### src/source/mips_pkg.sv
package mips_pkg;

  typedef logic [31:0] word_t;     // data and instruction word
  typedef logic [4:0]  reg_idx_t;  // register index
  typedef logic [5:0]  opcode_t;   // primary opcode, bits 31:26
  typedef logic [5:0]  funct_t;    // r-type function field, bits 5:0
  typedef logic [5:0]  aluop_t;    // {imm op, class}
  typedef logic [1:0]  loadsig_t;  // load width select

  typedef enum logic [2:0] {ADD, SUB, AND, OR, XOR, NOR, SLT, LUI} alu_op_e;
  typedef enum logic [1:0] {NONE, REG, MEM, OVF} ret_kind_e;

  // primary opcodes
  localparam opcode_t OP_RTYPE = 6'b000000;
  localparam opcode_t OP_ADDI  = 6'b001000;
  localparam opcode_t OP_ADDIU = 6'b001001;
  localparam opcode_t OP_SLTI  = 6'b001010;
  localparam opcode_t OP_ANDI  = 6'b001100;
  localparam opcode_t OP_ORI   = 6'b001101;
  localparam opcode_t OP_XORI  = 6'b001110;
  localparam opcode_t OP_LUI   = 6'b001111;
  localparam opcode_t OP_LW    = 6'b100011;
  localparam opcode_t OP_LBU   = 6'b100100;
  localparam opcode_t OP_LHU   = 6'b100101;
  localparam opcode_t OP_SW    = 6'b101011;

  // r-type functs
  localparam funct_t FN_ADD  = 6'b100000;
  localparam funct_t FN_ADDU = 6'b100001;
  localparam funct_t FN_SUB  = 6'b100010;
  localparam funct_t FN_SUBU = 6'b100011;
  localparam funct_t FN_AND  = 6'b100100;
  localparam funct_t FN_OR   = 6'b100101;
  localparam funct_t FN_XOR  = 6'b100110;
  localparam funct_t FN_NOR  = 6'b100111;
  localparam funct_t FN_SLT  = 6'b101010;

  // aluop class, low two bits
  localparam logic [1:0] CLS_ADDR = 2'b00;  // lw/sw address add
  localparam logic [1:0] CLS_R    = 2'b10;  // use funct
  localparam logic [1:0] CLS_IMM  = 2'b11;  // use upper aluop bits

  // aluop immediate operation, upper four bits
  localparam logic [3:0] IMM_ADD = 4'b0000;
  localparam logic [3:0] IMM_AND = 4'b0001;
  localparam logic [3:0] IMM_OR  = 4'b0010;
  localparam logic [3:0] IMM_XOR = 4'b0011;
  localparam logic [3:0] IMM_SLT = 4'b0110;
  localparam logic [3:0] IMM_LUI = 4'b0111;

  localparam loadsig_t LD_WORD = 2'b00;
  localparam loadsig_t LD_HALF = 2'b01;  // zero extended
  localparam loadsig_t LD_BYTE = 2'b10;  // zero extended

  localparam int FIFO_DEPTH = 4;
  localparam int FIFO_PTR_W = $clog2(FIFO_DEPTH);
  localparam int FIFO_CNT_W = $clog2(FIFO_DEPTH + 1);
  localparam int DMEM_WORDS = 256;
  localparam int DMEM_IDX_W = $clog2(DMEM_WORDS);

  // packed decoded operation, bit offsets from lsb
  localparam int OPB_FUNCT    = 0;   // 6 bits
  localparam int OPB_IMM      = 6;   // 32 bits, already extended
  localparam int OPB_DST      = 38;  // 5 bits, regdst applied
  localparam int OPB_RT       = 43;
  localparam int OPB_RS       = 48;
  localparam int OPB_LOADSIG  = 53;  // 2 bits
  localparam int OPB_ALUOP    = 55;  // 6 bits
  localparam int OPB_IFSIGN   = 61;
  localparam int OPB_REGWRITE = 62;
  localparam int OPB_ALUSRC   = 63;
  localparam int OPB_MEMWRITE = 64;
  localparam int OPB_MEMTOREG = 65;
  localparam int OPB_MEMREAD  = 66;
  localparam int OP_W         = 67;

endpackage

### src/source/op_fifo.sv
`timescale 1ns/1ps
module op_fifo
  import mips_pkg::*;
(
  input  logic            clk,
  input  logic            i_arst_n,
  input  logic            i_push,
  input  logic [OP_W-1:0] i_data,
  output logic            o_full,
  input  logic            i_pop,
  output logic            o_empty,
  output logic [OP_W-1:0] o_head   // show-ahead, valid while not empty
);

  logic [OP_W-1:0]       mem [FIFO_DEPTH];
  logic [FIFO_PTR_W-1:0] wr_ptr;
  logic [FIFO_PTR_W-1:0] rd_ptr;
  logic [FIFO_CNT_W-1:0] count;
  logic                  do_push;
  logic                  do_pop;

  assign o_full  = (count == FIFO_CNT_W'(FIFO_DEPTH));
  assign o_empty = (count == '0);
  assign o_head  = mem[rd_ptr];

  assign do_push = i_push && !o_full;   // push into full is dropped
  assign do_pop  = i_pop && !o_empty;

  always_ff @(posedge clk or negedge i_arst_n) begin
    if (!i_arst_n) begin
      wr_ptr <= '0;
      rd_ptr <= '0;
      count  <= '0;
    end else begin
      if (do_push)
        wr_ptr <= wr_ptr + 1'b1;  // depth is a power of two, wraps
      if (do_pop)
        rd_ptr <= rd_ptr + 1'b1;
      if (do_push && !do_pop)
        count <= count + 1'b1;
      else if (do_pop && !do_push)
        count <= count - 1'b1;
    end
  end

  always_ff @(posedge clk) begin
    if (do_push)
      mem[wr_ptr] <= i_data;
  end

endmodule

### config.mk
export PLATFORM = sky130hd
export DESIGN_NAME = op_fifo
export DESIGN_NICKNAME = d
export VERILOG_FILES = /design/src/source/mips_pkg.sv /design/src/source/op_fifo.sv
export SDC_FILE = /design/constraint.sdc
export NUM_CORES = 1
export LEC_CHECK = 0
export ABC_AREA = 1
export BUFFER_PORTS_ARGS = -buffer_cell sky130_fd_sc_hd__buf_4
export CAP_MARGIN = 20
export CORE_ASPECT_RATIO = 1.4
export CORE_UTILIZATION = 61
export CTS_CLUSTER_SIZE = 20
export DETAILED_ROUTE_END_ITERATION = 12
export HOLD_SLACK_MARGIN = 0.15
export PLACE_DENSITY = 0.91
export RECOVER_POWER = 50
export SYNTH_ARGS = -nofsm -noshare
export SYNTH_HDL_FRONTEND = slang
export SYNTH_SLANG_ARGS = --single-unit
### constraint.sdc
create_clock -name clk -period 11.7 [get_ports clk]
set_input_delay 2.34 -clock clk [delete_from_list [all_inputs] [get_ports clk]]
set_output_delay 2.34 -clock clk [all_outputs]
set_load 0.05 [all_outputs]
==> results.md <==
- Aggregate global-route resource usage: 0.234
- Final wirelength: 21200 um
- Leakage power total: 0.00505 uW
- Number of flops mapped to enable cells by yosys: 268
- Setup slack of the most critical reg-to-reg path: 7.45 ns
- Syn nets: 920
- Congestion Overflow GR: 0
- Worst hold endpoint: count[2]
- Critical path peak fanout: 114
- Area of the core: 17500 um2
- Fraction of the yosys area taken by sequential cells: 0.748
- Slowest-stage cell, CP: sky130_fd_sc_hd__buf_4
- Max-slew headroom at the worst pin: -0.992
- Post-CTS Setup Repair Bufs: 0
- Number of I/O pins: 140
- Post-placement worst setup slack: 6.64 ns
- CP Data Arrival Time: 3.27 ns
- Drt first pass iters: 5
- Maximum number of pins on one net before global-route repair: 172
- Final Skew: 0.00949 ns
- Root Driver: sky130_fd_sc_hd__clkbuf_16
- Post-detailed-placement cell area: 12200 um2
- Startpoint of the lowest-slack register-to-register path: count[0]
- Share of the clock period used by the worst path: 0.480
- Total of fill cells in the finished design: 1121
- I/O Buffers: 139
- Number of design rule violations left after detail routing: 0
- Number of global-route vias before repair: 6734
- ANT nets after route: 0
- Hold-fix buffers, CTS: 0
- Final critical-path required period: 5.61 ns
- Average vias per placed instance: 5.38
- Most frequent cells in the layout: 268 x sky130_fd_sc_hd__edfxtp_1, 219 x sky130_fd_sc_hd__nand2_1, 149 x sky130_fd_sc_hd__inv_1
- Cell area power density: 302 nW/um2
- Final Max Tran Viols: 49
- Detailed placer's ending HPWL: 12200 um
- Yosys warning count: 0
- Area added between synthesis and finish: 16.2%
- Count of final setup violators: 0
- Average instance area after synthesis: 13.0 um2
- Number of CTS-inserted buffers: 24
- Violated checks: max-capacitance violations, max-slew violations
- Row cnt: 57
- Worst-case vdd ir drop: 0.000220 V
- GPL Wtd Cong: 0.797
- Type of the worst setup path: flop to output pin
- Total die area: 18600 um2
- Wire length per cell: 17.3 um
- Worst skew pair latency: 0.51 ns
- Maximum operating frequency: 178 MHz
- Clock sink total: 275
- Vertical die dimension: 161 um
- Cell Area, Synth: 11000 um2
- Violation count after the first detailed-routing iteration: 550
- Count of cells along the worst hold path: 2
- Ordered list of cells on the worst path: inv_6 -> buf_16 -> buf_4 -> nand2_1 -> o211ai_1 -> nand2_1 -> buf_4
- Setup slack of the critical path after layout: 6.09 ns
- Share of flip-flops with an asynchronous set or reset: 0.0255
- Worst min-delay path category: flop to flop
- TritonCTS clock tree: built
- Final standard cell area without fillers: 12800 um2
- Result of the run: finished with violations
- Worst Min Path Start: count[2]
- Endpoints failing hold: 0
- Crit end category: output pin
- Initial Util: 0.629
- Cell type contributing the most total cell area after synthesis: sky130_fd_sc_hd__edfxtp_1
- Data required, critical path: 9.36 ns
- Antenna violations before repair: 3
- Number of synthesized register bits: 275
- Setup repair after global routing missed its margin: no
- Reg2Reg Depth: 5
- Number of standard cells after synthesis: 843
- Highest cell delay on the worst timing path: 0.81 ns
- Most common library cell in the layout ignoring fill and taps: sky130_fd_sc_hd__edfxtp_1
- Routed vias: 6609
- Proportion of netlist area held by the largest area contributor: 0.732
- Clk pin slew, worst setup/hold paths: 0.07 ns
- Capturing point of the worst reg2reg path: mem[1][2]
- Distinct cell type count of the synthesized netlist: 18
- Critical Path Start Type: flop
- First-pass GRT wire length: 32900 um
- Share of post-route cells with drive strength above 1: 0.122
- Most area-consuming cells after synthesis: sky130_fd_sc_hd__edfxtp_1 73%, sky130_fd_sc_hd__o211ai_1 9.1%, sky130_fd_sc_hd__nand2_1 7.5%, sky130_fd_sc_hd__inv_1 5.1%, sky130_fd_sc_hd__dfrtp_1 1.6%
- Post-cts repair resize count: 0
- Setup TNS after final layout: 0 ns
- Total of max-cap violations: 2
- Most used DFF post-synth: sky130_fd_sc_hd__edfxtp_1
- H-tree levels: 1
- Worst Tran Pin Value: 2.98 ns
- Count of nets after finishing: 1049
- Width of the die: 115 um
- CTS max path bufs: 3
==> where the power goes <==
part | switching [uW] | internal, uW
registers | 52.3 | 1300
clock network | 339 | 481
logic | 1260 | 433
total | 1650 | 2210
==> synth_stat cells, types with 3 or more instances <==
master	count
sky130_fd_sc_hd__edfxtp_1	268
sky130_fd_sc_hd__nand2_1	219
sky130_fd_sc_hd__nand3_1	7
sky130_fd_sc_hd__buf_6	3
sky130_fd_sc_hd__nor2_1	4
sky130_fd_sc_hd__buf_1	6
sky130_fd_sc_hd__inv_1	149
sky130_fd_sc_hd__clkbuf_1	5
sky130_fd_sc_hd__buf_2	29
sky130_fd_sc_hd__dfrtp_1	7
sky130_fd_sc_hd__ha_1	5
sky130_fd_sc_hd__o211ai_1	134
==> worst max path at each step <==
stage | start | slack [ns] | end | cells past startpoint
after floorplan | i_push | 5.92 | mem[0][0] | 2
after global placement | rd_ptr[0] | 6.80 | o_head[52] | 6
after detailed placement | rd_ptr[0] | 6.64 | o_head[23] | 6
after CTS | rd_ptr[0] | 6.04 | o_head[23] | 6
after global routing | rd_ptr[0] | 5.85 | o_head[52] | 7
final | rd_ptr[0] | 6.09 | o_head[52] | 7
==> state kept, by name, indices dropped and copies added, names as in the netlist <==
| name | flops |
|---|---|
| rd_ptr | 2 |
| wr_ptr | 2 |
| count | 3 |
| mem | 268 |
==> metrics by stage <==
step	std cells	hold WS, ns	util	power, uW
floorplan	843	0.463	-	2600
global placement	1181	0.481	0.698	3020
finish	1228	0.505	0.731	3860
detailed placement	1181	0.493	0.698	3070
CTS	1225	0.510	0.746	3890
global route	1228	0.532	0.731	4040
==> critical path: cells and delay by family, from the launching register on <==
kind            cells  cell delay, ns
simple gates        2            0.32
flops               1            0.44
buf+inv             4            1.74
compound gates      1            0.18
==> per-layer routing <==
| metal | routed length, um | up-vias | GRT usage |
|---|---|---|---|
| met3 | 1140 | 53 | 0.0343 |
| met2 | 11600 | 227 | 0.432 |
| li1 | - | 3197 | - |
| met5 | 12 | - | 0 |
| met4 | 738 | 2 | 0.103 |
| met1 | 7750 | 3130 | 0.262 |
==> logic make-up (layout without fill, tap and decap cells) <==
kind of cell,Yosys count,count (layout),synth area share
AOI/OAI and AO/OA,135,135,0.0919
and+or+nand+nor,231,231,0.0799
DFF,275,275,0.748
xor gates and xnor gates,1,1,0.000797
buffers and inverters,195,342,0.0722
adders and majority gates,6,6,0.00751
other,0,2,0
==> final cells by class <==
class | count | area, um2 | area share
Multi-Input combinational cell | 373 | 1990 | 0.156
Sequential cell | 275 | 8220 | 0.644
Clock buffer | 27 | 633 | 0.0495
Antenna cell | 2 | 5.00 | 0.000392
Inverter | 151 | 572 | 0.0447
Clock inverter | 17 | 201 | 0.0158
Timing Repair Buffer | 147 | 861 | 0.0674
Tap cell | 236 | 295 | 0.0231
Power figures use the tool's default switching activity.
