`src/source/mips_pkg.sv`:
```
package mips_pkg;

  typedef logic [31:0] word_t;     // data and instruction word
  typedef logic [4:0]  reg_idx_t;  // register index
  typedef logic [5:0]  opcode_t;   // primary opcode, bits 31:26
  typedef logic [5:0]  funct_t;    // r-type function field, bits 5:0
  typedef logic [5:0]  aluop_t;    // {imm op, class}
  typedef logic [1:0]  loadsig_t;  // load width select

  typedef enum logic [2:0] {ADD, SUB, AND, OR, XOR, NOR, SLT, LUI} alu_op_e;
  typedef enum logic [1:0] {NONE, REG, MEM, OVF} ret_kind_e;

  // primary opcodes
  localparam opcode_t OP_RTYPE = 6'b000000;
  localparam opcode_t OP_ADDI  = 6'b001000;
  localparam opcode_t OP_ADDIU = 6'b001001;
  localparam opcode_t OP_SLTI  = 6'b001010;
  localparam opcode_t OP_ANDI  = 6'b001100;
  localparam opcode_t OP_ORI   = 6'b001101;
  localparam opcode_t OP_XORI  = 6'b001110;
  localparam opcode_t OP_LUI   = 6'b001111;
  localparam opcode_t OP_LW    = 6'b100011;
  localparam opcode_t OP_LBU   = 6'b100100;
  localparam opcode_t OP_LHU   = 6'b100101;
  localparam opcode_t OP_SW    = 6'b101011;

  // r-type functs
  localparam funct_t FN_ADD  = 6'b100000;
  localparam funct_t FN_ADDU = 6'b100001;
  localparam funct_t FN_SUB  = 6'b100010;
  localparam funct_t FN_SUBU = 6'b100011;
  localparam funct_t FN_AND  = 6'b100100;
  localparam funct_t FN_OR   = 6'b100101;
  localparam funct_t FN_XOR  = 6'b100110;
  localparam funct_t FN_NOR  = 6'b100111;
  localparam funct_t FN_SLT  = 6'b101010;

  // aluop class, low two bits
  localparam logic [1:0] CLS_ADDR = 2'b00;  // lw/sw address add
  localparam logic [1:0] CLS_R    = 2'b10;  // use funct
  localparam logic [1:0] CLS_IMM  = 2'b11;  // use upper aluop bits

  // aluop immediate operation, upper four bits
  localparam logic [3:0] IMM_ADD = 4'b0000;
  localparam logic [3:0] IMM_AND = 4'b0001;
  localparam logic [3:0] IMM_OR  = 4'b0010;
  localparam logic [3:0] IMM_XOR = 4'b0011;
  localparam logic [3:0] IMM_SLT = 4'b0110;
  localparam logic [3:0] IMM_LUI = 4'b0111;

  localparam loadsig_t LD_WORD = 2'b00;
  localparam loadsig_t LD_HALF = 2'b01;  // zero extended
  localparam loadsig_t LD_BYTE = 2'b10;  // zero extended

  localparam int FIFO_DEPTH = 4;
  localparam int FIFO_PTR_W = $clog2(FIFO_DEPTH);
  localparam int FIFO_CNT_W = $clog2(FIFO_DEPTH + 1);
  localparam int DMEM_WORDS = 256;
  localparam int DMEM_IDX_W = $clog2(DMEM_WORDS);

  // packed decoded operation, bit offsets from lsb
  localparam int OPB_FUNCT    = 0;   // 6 bits
  localparam int OPB_IMM      = 6;   // 32 bits, already extended
  localparam int OPB_DST      = 38;  // 5 bits, regdst applied
  localparam int OPB_RT       = 43;
  localparam int OPB_RS       = 48;
  localparam int OPB_LOADSIG  = 53;  // 2 bits
  localparam int OPB_ALUOP    = 55;  // 6 bits
  localparam int OPB_IFSIGN   = 61;
  localparam int OPB_REGWRITE = 62;
  localparam int OPB_ALUSRC   = 63;
  localparam int OPB_MEMWRITE = 64;
  localparam int OPB_MEMTOREG = 65;
  localparam int OPB_MEMREAD  = 66;
  localparam int OP_W         = 67;

endpackage

```
`src/source/d_control.sv`:
```
`timescale 1ns/1ps
module d_control
  import mips_pkg::*;
(
  input  opcode_t  i_con_instru,
  output logic     o_con_regdst,   // 1: dest is rd (15:11), 0: rt (20:16)
  output logic     o_con_memread,
  output logic     o_con_memtoreg, // writeback from memory instead of alu
  output logic     o_con_memwrite,
  output logic     o_con_alusrc,   // 1: second operand is the immediate
  output logic     o_con_regwrite,
  output logic     o_con_ifsign,   // trapping signed immediate add
  output aluop_t   o_con_aluop,
  output loadsig_t o_con_loadsig
);

  always_comb begin
    // defaults, unsupported opcodes stay all zero
    o_con_regdst   = 1'b0;
    o_con_memread  = 1'b0;
    o_con_memtoreg = 1'b0;
    o_con_memwrite = 1'b0;
    o_con_alusrc   = 1'b0;
    o_con_regwrite = 1'b0;
    o_con_ifsign   = 1'b0;
    o_con_aluop    = '0;
    o_con_loadsig  = LD_WORD;
    casez (i_con_instru)
      OP_RTYPE: begin
        o_con_regdst   = 1'b1;
        o_con_regwrite = 1'b1;
        o_con_aluop    = {IMM_ADD, CLS_R};  // funct decides
      end
      OP_ADDI: begin
        o_con_regwrite = 1'b1;
        o_con_alusrc   = 1'b1;
        o_con_ifsign   = 1'b1;              // traps on overflow
        o_con_aluop    = {IMM_ADD, CLS_IMM};
      end
      OP_ADDIU: begin
        o_con_regwrite = 1'b1;
        o_con_alusrc   = 1'b1;
        o_con_aluop    = {IMM_ADD, CLS_IMM};
      end
      OP_ANDI: begin
        o_con_regwrite = 1'b1;
        o_con_alusrc   = 1'b1;
        o_con_aluop    = {IMM_AND, CLS_IMM};
      end
      OP_ORI: begin
        o_con_regwrite = 1'b1;
        o_con_alusrc   = 1'b1;
        o_con_aluop    = {IMM_OR, CLS_IMM};
      end
      OP_XORI: begin
        o_con_regwrite = 1'b1;
        o_con_alusrc   = 1'b1;
        o_con_aluop    = {IMM_XOR, CLS_IMM};
      end
      OP_SLTI: begin
        o_con_regwrite = 1'b1;
        o_con_alusrc   = 1'b1;
        o_con_ifsign   = 1'b0;              // signed compare, never traps
        o_con_aluop    = {IMM_SLT, CLS_IMM};
      end
      OP_LUI: begin
        o_con_regwrite = 1'b1;
        o_con_alusrc   = 1'b1;
        o_con_aluop    = {IMM_LUI, CLS_IMM};
      end
      OP_LW, OP_LHU, OP_LBU: begin
        o_con_regwrite = 1'b1;
        o_con_alusrc   = 1'b1;
        o_con_memread  = 1'b1;
        o_con_memtoreg = 1'b1;
        o_con_aluop    = {IMM_ADD, CLS_ADDR};
        if (i_con_instru == OP_LHU)
          o_con_loadsig = LD_HALF;
        else if (i_con_instru == OP_LBU)
          o_con_loadsig = LD_BYTE;
      end
      OP_SW: begin
        o_con_alusrc   = 1'b1;
        o_con_memwrite = 1'b1;
        o_con_aluop    = {IMM_ADD, CLS_ADDR};
      end
      default: ;
    endcase
  end

endmodule

```
`src/source/decode_stage.sv`:
```
`timescale 1ns/1ps
module decode_stage
  import mips_pkg::*;
(
  input  logic            clk,
  input  logic            i_arst_n,
  input  logic            i_ins_req,
  input  word_t           i_ins_word,
  output logic            o_ins_ack,
  output logic            o_push,     // one cycle, with o_op
  output logic [OP_W-1:0] o_op,
  input  logic            i_full
);

  typedef enum logic {IDLE, ACKED} state_e;

  state_e          state;
  opcode_t         opcode;
  reg_idx_t        rs, rt, rd;
  funct_t          funct;
  word_t           imm;
  logic            zext;
  logic            regdst, memread, memtoreg, memwrite, alusrc, regwrite, ifsign;
  aluop_t          aluop;
  loadsig_t        loadsig;
  logic [OP_W-1:0] op_d;
  logic            take;

  assign opcode = i_ins_word[31:26];
  assign rs     = i_ins_word[25:21];
  assign rt     = i_ins_word[20:16];
  assign rd     = i_ins_word[15:11];
  assign funct  = i_ins_word[5:0];

  d_control u_ctrl (
    .i_con_instru   (opcode),
    .o_con_regdst   (regdst),
    .o_con_memread  (memread),
    .o_con_memtoreg (memtoreg),
    .o_con_memwrite (memwrite),
    .o_con_alusrc   (alusrc),
    .o_con_regwrite (regwrite),
    .o_con_ifsign   (ifsign),
    .o_con_aluop    (aluop),
    .o_con_loadsig  (loadsig)
  );

  // logical immediates zero extend, everything else sign extends
  assign zext = (opcode == OP_ANDI) || (opcode == OP_ORI) || (opcode == OP_XORI);
  assign imm  = zext ? {16'b0, i_ins_word[15:0]} : {{16{i_ins_word[15]}}, i_ins_word[15:0]};

  always_comb begin
    op_d = '0;
    op_d[OPB_FUNCT +: 6]   = funct;
    op_d[OPB_IMM +: 32]    = imm;
    op_d[OPB_DST +: 5]     = regdst ? rd : rt;  // exec never sees regdst
    op_d[OPB_RT +: 5]      = rt;
    op_d[OPB_RS +: 5]      = rs;
    op_d[OPB_LOADSIG +: 2] = loadsig;
    op_d[OPB_ALUOP +: 6]   = aluop;
    op_d[OPB_IFSIGN]       = ifsign;
    op_d[OPB_REGWRITE]     = regwrite;
    op_d[OPB_ALUSRC]       = alusrc;
    op_d[OPB_MEMWRITE]     = memwrite;
    op_d[OPB_MEMTOREG]     = memtoreg;
    op_d[OPB_MEMREAD]      = memread;
  end

  assign take = (state == IDLE) && i_ins_req && !i_full;  // full holds off the ack

  always_ff @(posedge clk or negedge i_arst_n) begin
    if (!i_arst_n) begin
      state     <= IDLE;
      o_ins_ack <= 1'b0;
      o_push    <= 1'b0;
    end else begin
      o_push <= take;
      case (state)
        IDLE: if (take) begin
          o_ins_ack <= 1'b1;
          state     <= ACKED;
        end
        ACKED: if (!i_ins_req) begin  // release phase
          o_ins_ack <= 1'b0;
          state     <= IDLE;
        end
        default: state <= IDLE;
      endcase
    end
  end

  always_ff @(posedge clk) begin
    if (take)
      o_op <= op_d;
  end

endmodule

```
`config.mk`:
```
export PLATFORM = sky130hd
export DESIGN_NAME = decode_stage
export DESIGN_NICKNAME = d
export VERILOG_FILES = /design/src/source/mips_pkg.sv /design/src/source/d_control.sv /design/src/source/decode_stage.sv
export SDC_FILE = /design/constraint.sdc
export NUM_CORES = 1
export LEC_CHECK = 0
export BUFFER_PORTS_ARGS = -buffer_cell sky130_fd_sc_hd__buf_4
export CAP_MARGIN = 25
export CORE_AREA = 2 2 90 75
export CTS_CLUSTER_DIAMETER = 30
export CTS_CLUSTER_SIZE = 20
export DETAILED_ROUTE_END_ITERATION = 12
export DIE_AREA = 0 0 92 77
export GPL_ROUTABILITY_DRIVEN = 0
export PLACE_DENSITY_LB_ADDON = 0.15
export SYNTH_ARGS = -nofsm -noshare
export SYNTH_HDL_FRONTEND = slang
export SYNTH_HIERARCHICAL = 1
export SYNTH_SLANG_ARGS = --single-unit
```
`constraint.sdc`:
```
create_clock -name clk -period 5.8 [get_ports clk]
set_clock_uncertainty 0.2 [all_clocks]
set_input_delay 0.29 -clock clk [delete_from_list [all_inputs] [get_ports clk]]
set_output_delay 0.29 -clock clk [all_outputs]
set_load 0.02 [all_outputs]
```
==> results of run 1 <==
==> worst max-delay path by stage <==
| stage | depth (start not counted) | slack, ps | from | endpoint |
|---|---|---|---|---|
| 2_1_floorplan | 1 | 1260 | state | o_op[10] |
| 3_3_place_gp | 4 | 3990 | i_ins_word[28] | o_op[42] |
| 3_5_place_dp | 4 | 3950 | i_ins_word[28] | o_op[41] |
| 4_1_cts | 2 | 4120 | state | o_op[56] |
| 5_1_grt | 1 | 4060 | o_op[22] | o_op[23] |
| 6_report | 2 | 4140 | state | o_op[62] |
==> final cells by class <==
cell class | instances | area share
clock buffer | 5 | 0.0225
clock inverter | 3 | 0.00820
inverter | 3 | 0.00369
multi-input combinational | 51 | 0.107
sequential | 49 | 0.477
tap | 84 | 0.0344
timing repair buffer | 132 | 0.347
==> kinds of logic (layout without fill, tap and decap cells) <==
| family | Yosys count | in the layout | synth area share |
|---|---|---|---|
| DFF | 49 | 49 | 0.738 |
| and+or+nand+nor | 29 | 29 | 0.0755 |
| buffers and inverters | 28 | 143 | 0.0983 |
| AOI/OAI and AO/OA | 16 | 16 | 0.0577 |
| muxes | 5 | 5 | 0.0285 |
| other | 1 | 1 | 0.00190 |
==> power by group <==
group / total (uW) / internal, uW / switching, uW / leakage, uW
sequential: 408 / 402 / 5.50 / 0.000473
combinational: 109 / 55.2 / 54.0 / 0.000769
clock: 204 / 87.9 / 116 / 0.0000452
total: 721 / 545 / 176 / 0.00129
==> synthesized netlist by cell type, types with 2 or more instances <==
cell and instances:
o21ai_0 5, nor3b_1 2, nand2_1 6, buf_2 2
inv_1 3, nor2b_1 3, nor2_1 10, buf_4 23
dfrtp_1 3, and3_1 2, edfxtp_1 46, a21oi_1 3
mux2_2 5
==> registers in the layout, summed over array words and instances (netlist names) <==
signal     flops
o_push         1
state          1
o_op          46
o_ins_ack      1
==> metrics by stage <==
step | setup WS, ps | cells | area [sq um]
floorplan | 1260 | 128 | 1970
global placement | 3990 | 292 | 2690
detailed placement | 3950 | 292 | 2690
CTS | 4120 | 327 | 3050
global route | 4060 | 327 | 3050
finish | 4140 | 327 | 3050
==> routing by layer <==
layer | track usage | share of wire | vias to the layer above
met2 | 0.191 | 0.47 | 76
met4 | 0.0403 | 0.013 | 0
met1 | 0.147 | 0.42 | 619
met3 | 0.0373 | 0.095 | 5
met5 | 0 | 0 | -
li1 | - | - | 672
==> critical path, delay by kind of cell (launching register included) <==
family / cells / cell delay [ps]
AND/OR/NAND/NOR: 1 / 170
buffers and inverters: 1 / 520
flip-flops: 1 / 400
==> flow_summary_export.csv, run 1 <==
group,metric,value,unit
layout,drive_above_1_share,0.502,
floorplanning,pin_count,105,
grt,track_usage,0.117,
floorplanning,core,0.00618,sq mm
sta,maxSlewHeadroom,0.606,
placed_design,dpl.hpwl,2900,um
run,cap_violations,0,
sta,max_freq,602,MHz
setup_path,reg2reg_depth,2,
clock_tree,path_clk_slew,90,ps
worst_hold_path,min_path_cells,3,
worst_hold_path,holdCritStartpoint,"i_ins_req",
sta,post-route-min-period,1660,ps
route,wl,4200,um
logic_synthesis,yosysWarnings,6,
route,drcViolationCount,0,
setup_path,cp.required,5540,ps
layout,final_common_cell,"buf_4",
worst_hold_path,hold_class,"input pin to register",
sta,fin_tns_setup,0,ps
power,total_power,721,uW
logic_synthesis,synth_nets,164,
logic_synthesis,synth_edf_count,46,
logic_synthesis,synth_area_per_cell,15.4,sq um
sta,fin_crit_sh,0.287,
logic_synthesis,yosysUniqueCellTypes,28,
floorplanning,row_count,26,
sta,worst_pin_slew,591,ps
logic_synthesis,ys_seq_elements,49,
layout,syn_to_final_growth,54.7,%
route,viasPerCell,4.20,
grt,grt_pass1_vias,1299,
route,ant_nets,0,
clock_tree,cts_hold_buffers,27,
layout,multiInputGateArea,328,sq um
setup_path,setup.worst_path.class,"register to register",
floorplanning,start_util,0.319,
power,p_leak,0.00129,uW
setup_path,worst_path_largest_cell_delay,520,ps
grt,grt_overflow_total,0,
outcome,status,"completed",
worst_hold_path,hold_end,"o_ins_ack",
setup_path,r2r_end,"o_op[62]",
logic_synthesis,synthFlopType,"edfxtp_1",
setup_path,reg2reg_setup_slack,4140,ps
route,drt_iter0_drc,61,
layout,antenna_cells,0,
grt,antenna_found_initial,0,
clock_tree,clockBufferDepth,2,
logic_synthesis,seq_area_frac_synth,0.738,
sta,rsz0062_at_grt,"false",
logic_synthesis,synth.area.top_cells,"edfxtp_1 (70%), buf_4 (8.8%), dfrtp_1 (3.8%), mux2_2 (2.9%), nor2_1 (1.9%)",
setup_path,timing.rr.start,"state",
layout,seq_area,0.00146,sq mm
floorplanning,fp.dieW,92,um
layout,mostFrequentLayoutCells,"buf_4 (105), edfxtp_1 (46), dlygate4sd3_1 (27), nor2_1 (10), nand2_1 (6)",
logic_synthesis,synth_cells,128,
floorplanning,die_area,0.00708,sq mm
grt,grt_max_degree,48,
logic_synthesis,syn_area,0.00197,sq mm
logic_synthesis,synth.largest_area_cell,"edfxtp_1",
setup_path,crit_chain,"nor3b_2 > buf_4",
sta,drv_slew,0,
sta,setup_viol_count_final,0,
clock_tree,cts_tree,"done",
clock_tree,ctsResizeCount,0,
route,drtPass1Iterations,4,
logic_synthesis,async_flop_share,0.0612,
setup_path,crit_fanout,47,
setup_path,arrival,1400,ps
floorplanning,fp.dieH,77,um
clock_tree,clkLatencyLatePin,290,ps
layout,nNetsFinal,278,
clock_tree,clockRootBuffer,"clkbuf_8",
setup_path,critPathCaptureType,"register",
layout,final_util,0.494,
setup_path,critical_path.startpoint_type,"register",
layout,fillers,558,
clock_tree,post_cts_buffers,0,
sta,hold_ws,26.0,ps
grt,grt_pass1_wl,6420,um
sta,hold_viol,0,
clock_tree,cts-buffers-inserted,5,
clock_tree,cts.sinks,49,
route,via_count,1372,
setup_path,crit_slowest_cell,"buf_4",
power,power_density,236,mW/mm^2
clock_tree,htreeDepth,2,
power,vdd_drop_max,77.1,uV
route,post_drt_wl_per_cell,12.8,um
logic_synthesis,netlist.area_leader.share,0.700,
placed_design,io_buffers,104,
Power figures use the tool's default switching activity.
==> run 2, diff against run 1 <==
- clock period: 5.8 -> 1.4 ns (I/O delays scaled with it)
==> run 2 against run 1 <==
The flow now finishes with violations (setup timing). Hold slack lost 13 ps. Core utilization rose by 3.4 points. Total power rose to 4.1 times the previous value. Global-route usage is 0.45 points higher. Worst setup slack worse by 4100 ps. Largest cell class unchanged. Clock power rose to 3.9 times the previous value. Flip-flop and latch count stayed put.
==> flow_summary_export.csv, run 2 (synthesis results as in run 1) <==
group,metric,value,unit
setup_path,timing.rr.start,"state",
sta,fin_crit_sh,1.01,
power,p_leak,0.00140,uW
route,via_count,1449,
setup_path,arrival,1230,ps
setup_path,crit_slowest_cell,"dfrtp_1",
sta,post-route-min-period,1410,ps
setup_path,crit_fanout,13,
power,total_power,2990,uW
placed_design,dpl.hpwl,2920,um
route,drt_iter0_drc,45,
outcome,violations,"setup timing",
setup_path,worst_path_largest_cell_delay,410,ps
grt,grt_overflow_total,0,
sta,rsz0062_at_grt,"true",
floorplanning,core,0.00618,sq mm
clock_tree,clockRootBuffer,"clkbuf_8",
setup_path,critical_path.startpoint_type,"register",
floorplanning,fp.dieH,77,um
worst_hold_path,hold_class,"input pin to register",
sta,max_freq,708,MHz
worst_hold_path,hold_end,"o_op[54]",
floorplanning,die_area,0.00708,sq mm
layout,layout.cells.non_filler,347,
route,wl,4280,um
setup_path,reg2reg_depth,3,
floorplanning,row_count,26,
placed_design,io_buffers,104,
setup_path,setup.worst_path.class,"register to register",
power,power_density,916,mW/mm^2
layout,regMostFlops,"o_op",
route,viasPerCell,4.18,
clock_tree,cts-buffers-inserted,5,
clock_tree,cts_tree,"done",
run,cap_violations,0,
sta,hold_viol,0,
floorplanning,pin_count,105,
grt,grt_max_degree,23,
placed_design,place_inst,304,
setup_path,cp.required,1210,ps
worst_hold_path,holdCritStartpoint,"i_ins_word[26]",
clock_tree,clockBufferDepth,2,
layout,mostFrequentLayoutCells,"buf_4 (117), edfxtp_1 (46), dlygate4sd3_1 (31), nor2_1 (10), nand2_1 (6)",
route,ant_nets,0,
setup_path,crit_chain,"nor3b_4 > buf_4 > buf_12",
layout,drive_above_1_share,0.521,
grt,track_usage,0.121,
layout,antenna_cells,0,
layout,syn_to_final_growth,65.5,%
route,drtPass1Iterations,4,
grt,antenna_found_initial,0,
grt,grt_pass1_wl,6690,um
sta,fin_ws,-11.6,ps
clock_tree,htreeDepth,2,
grt,grt_pass1_vias,1373,
floorplanning,start_util,0.319,
route,drcViolationCount,0,
sta,setup_viol_count_final,26,
layout,largest_reg_flops,46,
floorplanning,fp.dieW,92,um
clock_tree,cts.sinks,49,
clock_tree,clkLatencyLatePin,290,ps
layout,nNetsFinal,298,
setup_path,reg2reg_setup_slack,-10,ps
layout,final_common_cell,"buf_4",
setup_path,critPathCaptureType,"register",
clock_tree,path_clk_slew,80,ps
route,post_drt_wl_per_cell,12.3,um
sta,drv_slew,0,
setup_path,r2r_end,"o_op[18]",
worst_hold_path,min_path_cells,3,
power,vdd_drop_max,423,uV
outcome,status,"finished, violations left",
-- run 2: final cells by class --
type / instances / area (sq um)
fill: 553 / 2920
sequential: 49 / 1460
timing repair buffer: 152 / 1280
multi-input combinational: 51 / 334
tap: 84 / 105
clock buffer: 6 / 72.6
inverter: 3 / 11.3
clock inverter: 2 / 10.0
-- run 2: power breakdown --
| part | internal [uW] | switching (uW) | total [uW] |
|---|---|---|---|
| Sequential | 1660 | 19.4 | 1680 |
| Combinational | 281 | 238 | 519 |
| Clock | 347 | 440 | 787 |
-- run 2: critical path, delay by kind of cell, from the launching register on --
family | cells | cell delay [ps]
simple gates | 1 | 190
flops | 1 | 410
buf+inv | 2 | 320
-- run 2: worst max path at each step --
stage	start	slack (ps)	end	cells past startpoint
after floorplan	state	-850	o_op[10]	1
after global placement	i_ins_word[29]	-10	o_op[42]	5
after detailed placement	i_ins_word[29]	-40	o_op[38]	5
after CTS	state	1	o_op[44]	3
after global routing	state	-60	o_op[42]	3
final	state	-10	o_op[18]	3
-- run 2: what timing repair did --
item,CTS,global route
gates cloned,1,0
setup buffers,3,0
endpoints found under the setup margin,62,46
pin swaps,0,0
endpoints found under the hold margin,39,0
gates resized for setup,1,0
hold buffers,31,0
-- run 2: metal layers --
metal  vias up  GRT usage  part of all wire
li1        709          -                 -
met5         -          0                 0
met2        58      0.215              0.52
met4         0     0.0493             0.016
met1       675      0.140              0.41
met3         7     0.0305             0.062
-- run 2: metrics by stage --
step	TNS (ps)	instance area [sq um]	setup WS, ps	hold WS, ps	utilization
final	-193	3270	-11.6	12.8	0.528
after global routing	-2530	3270	-61.8	14.0	0.528
after CTS	0	3270	1.05	2.82	0.528
after detailed placement	-511	2810	-36.1	-337	0.455
after global placement	-99.1	2810	-9.75	-337	0.455
after floorplan	-40010	1980	-855	-426	-
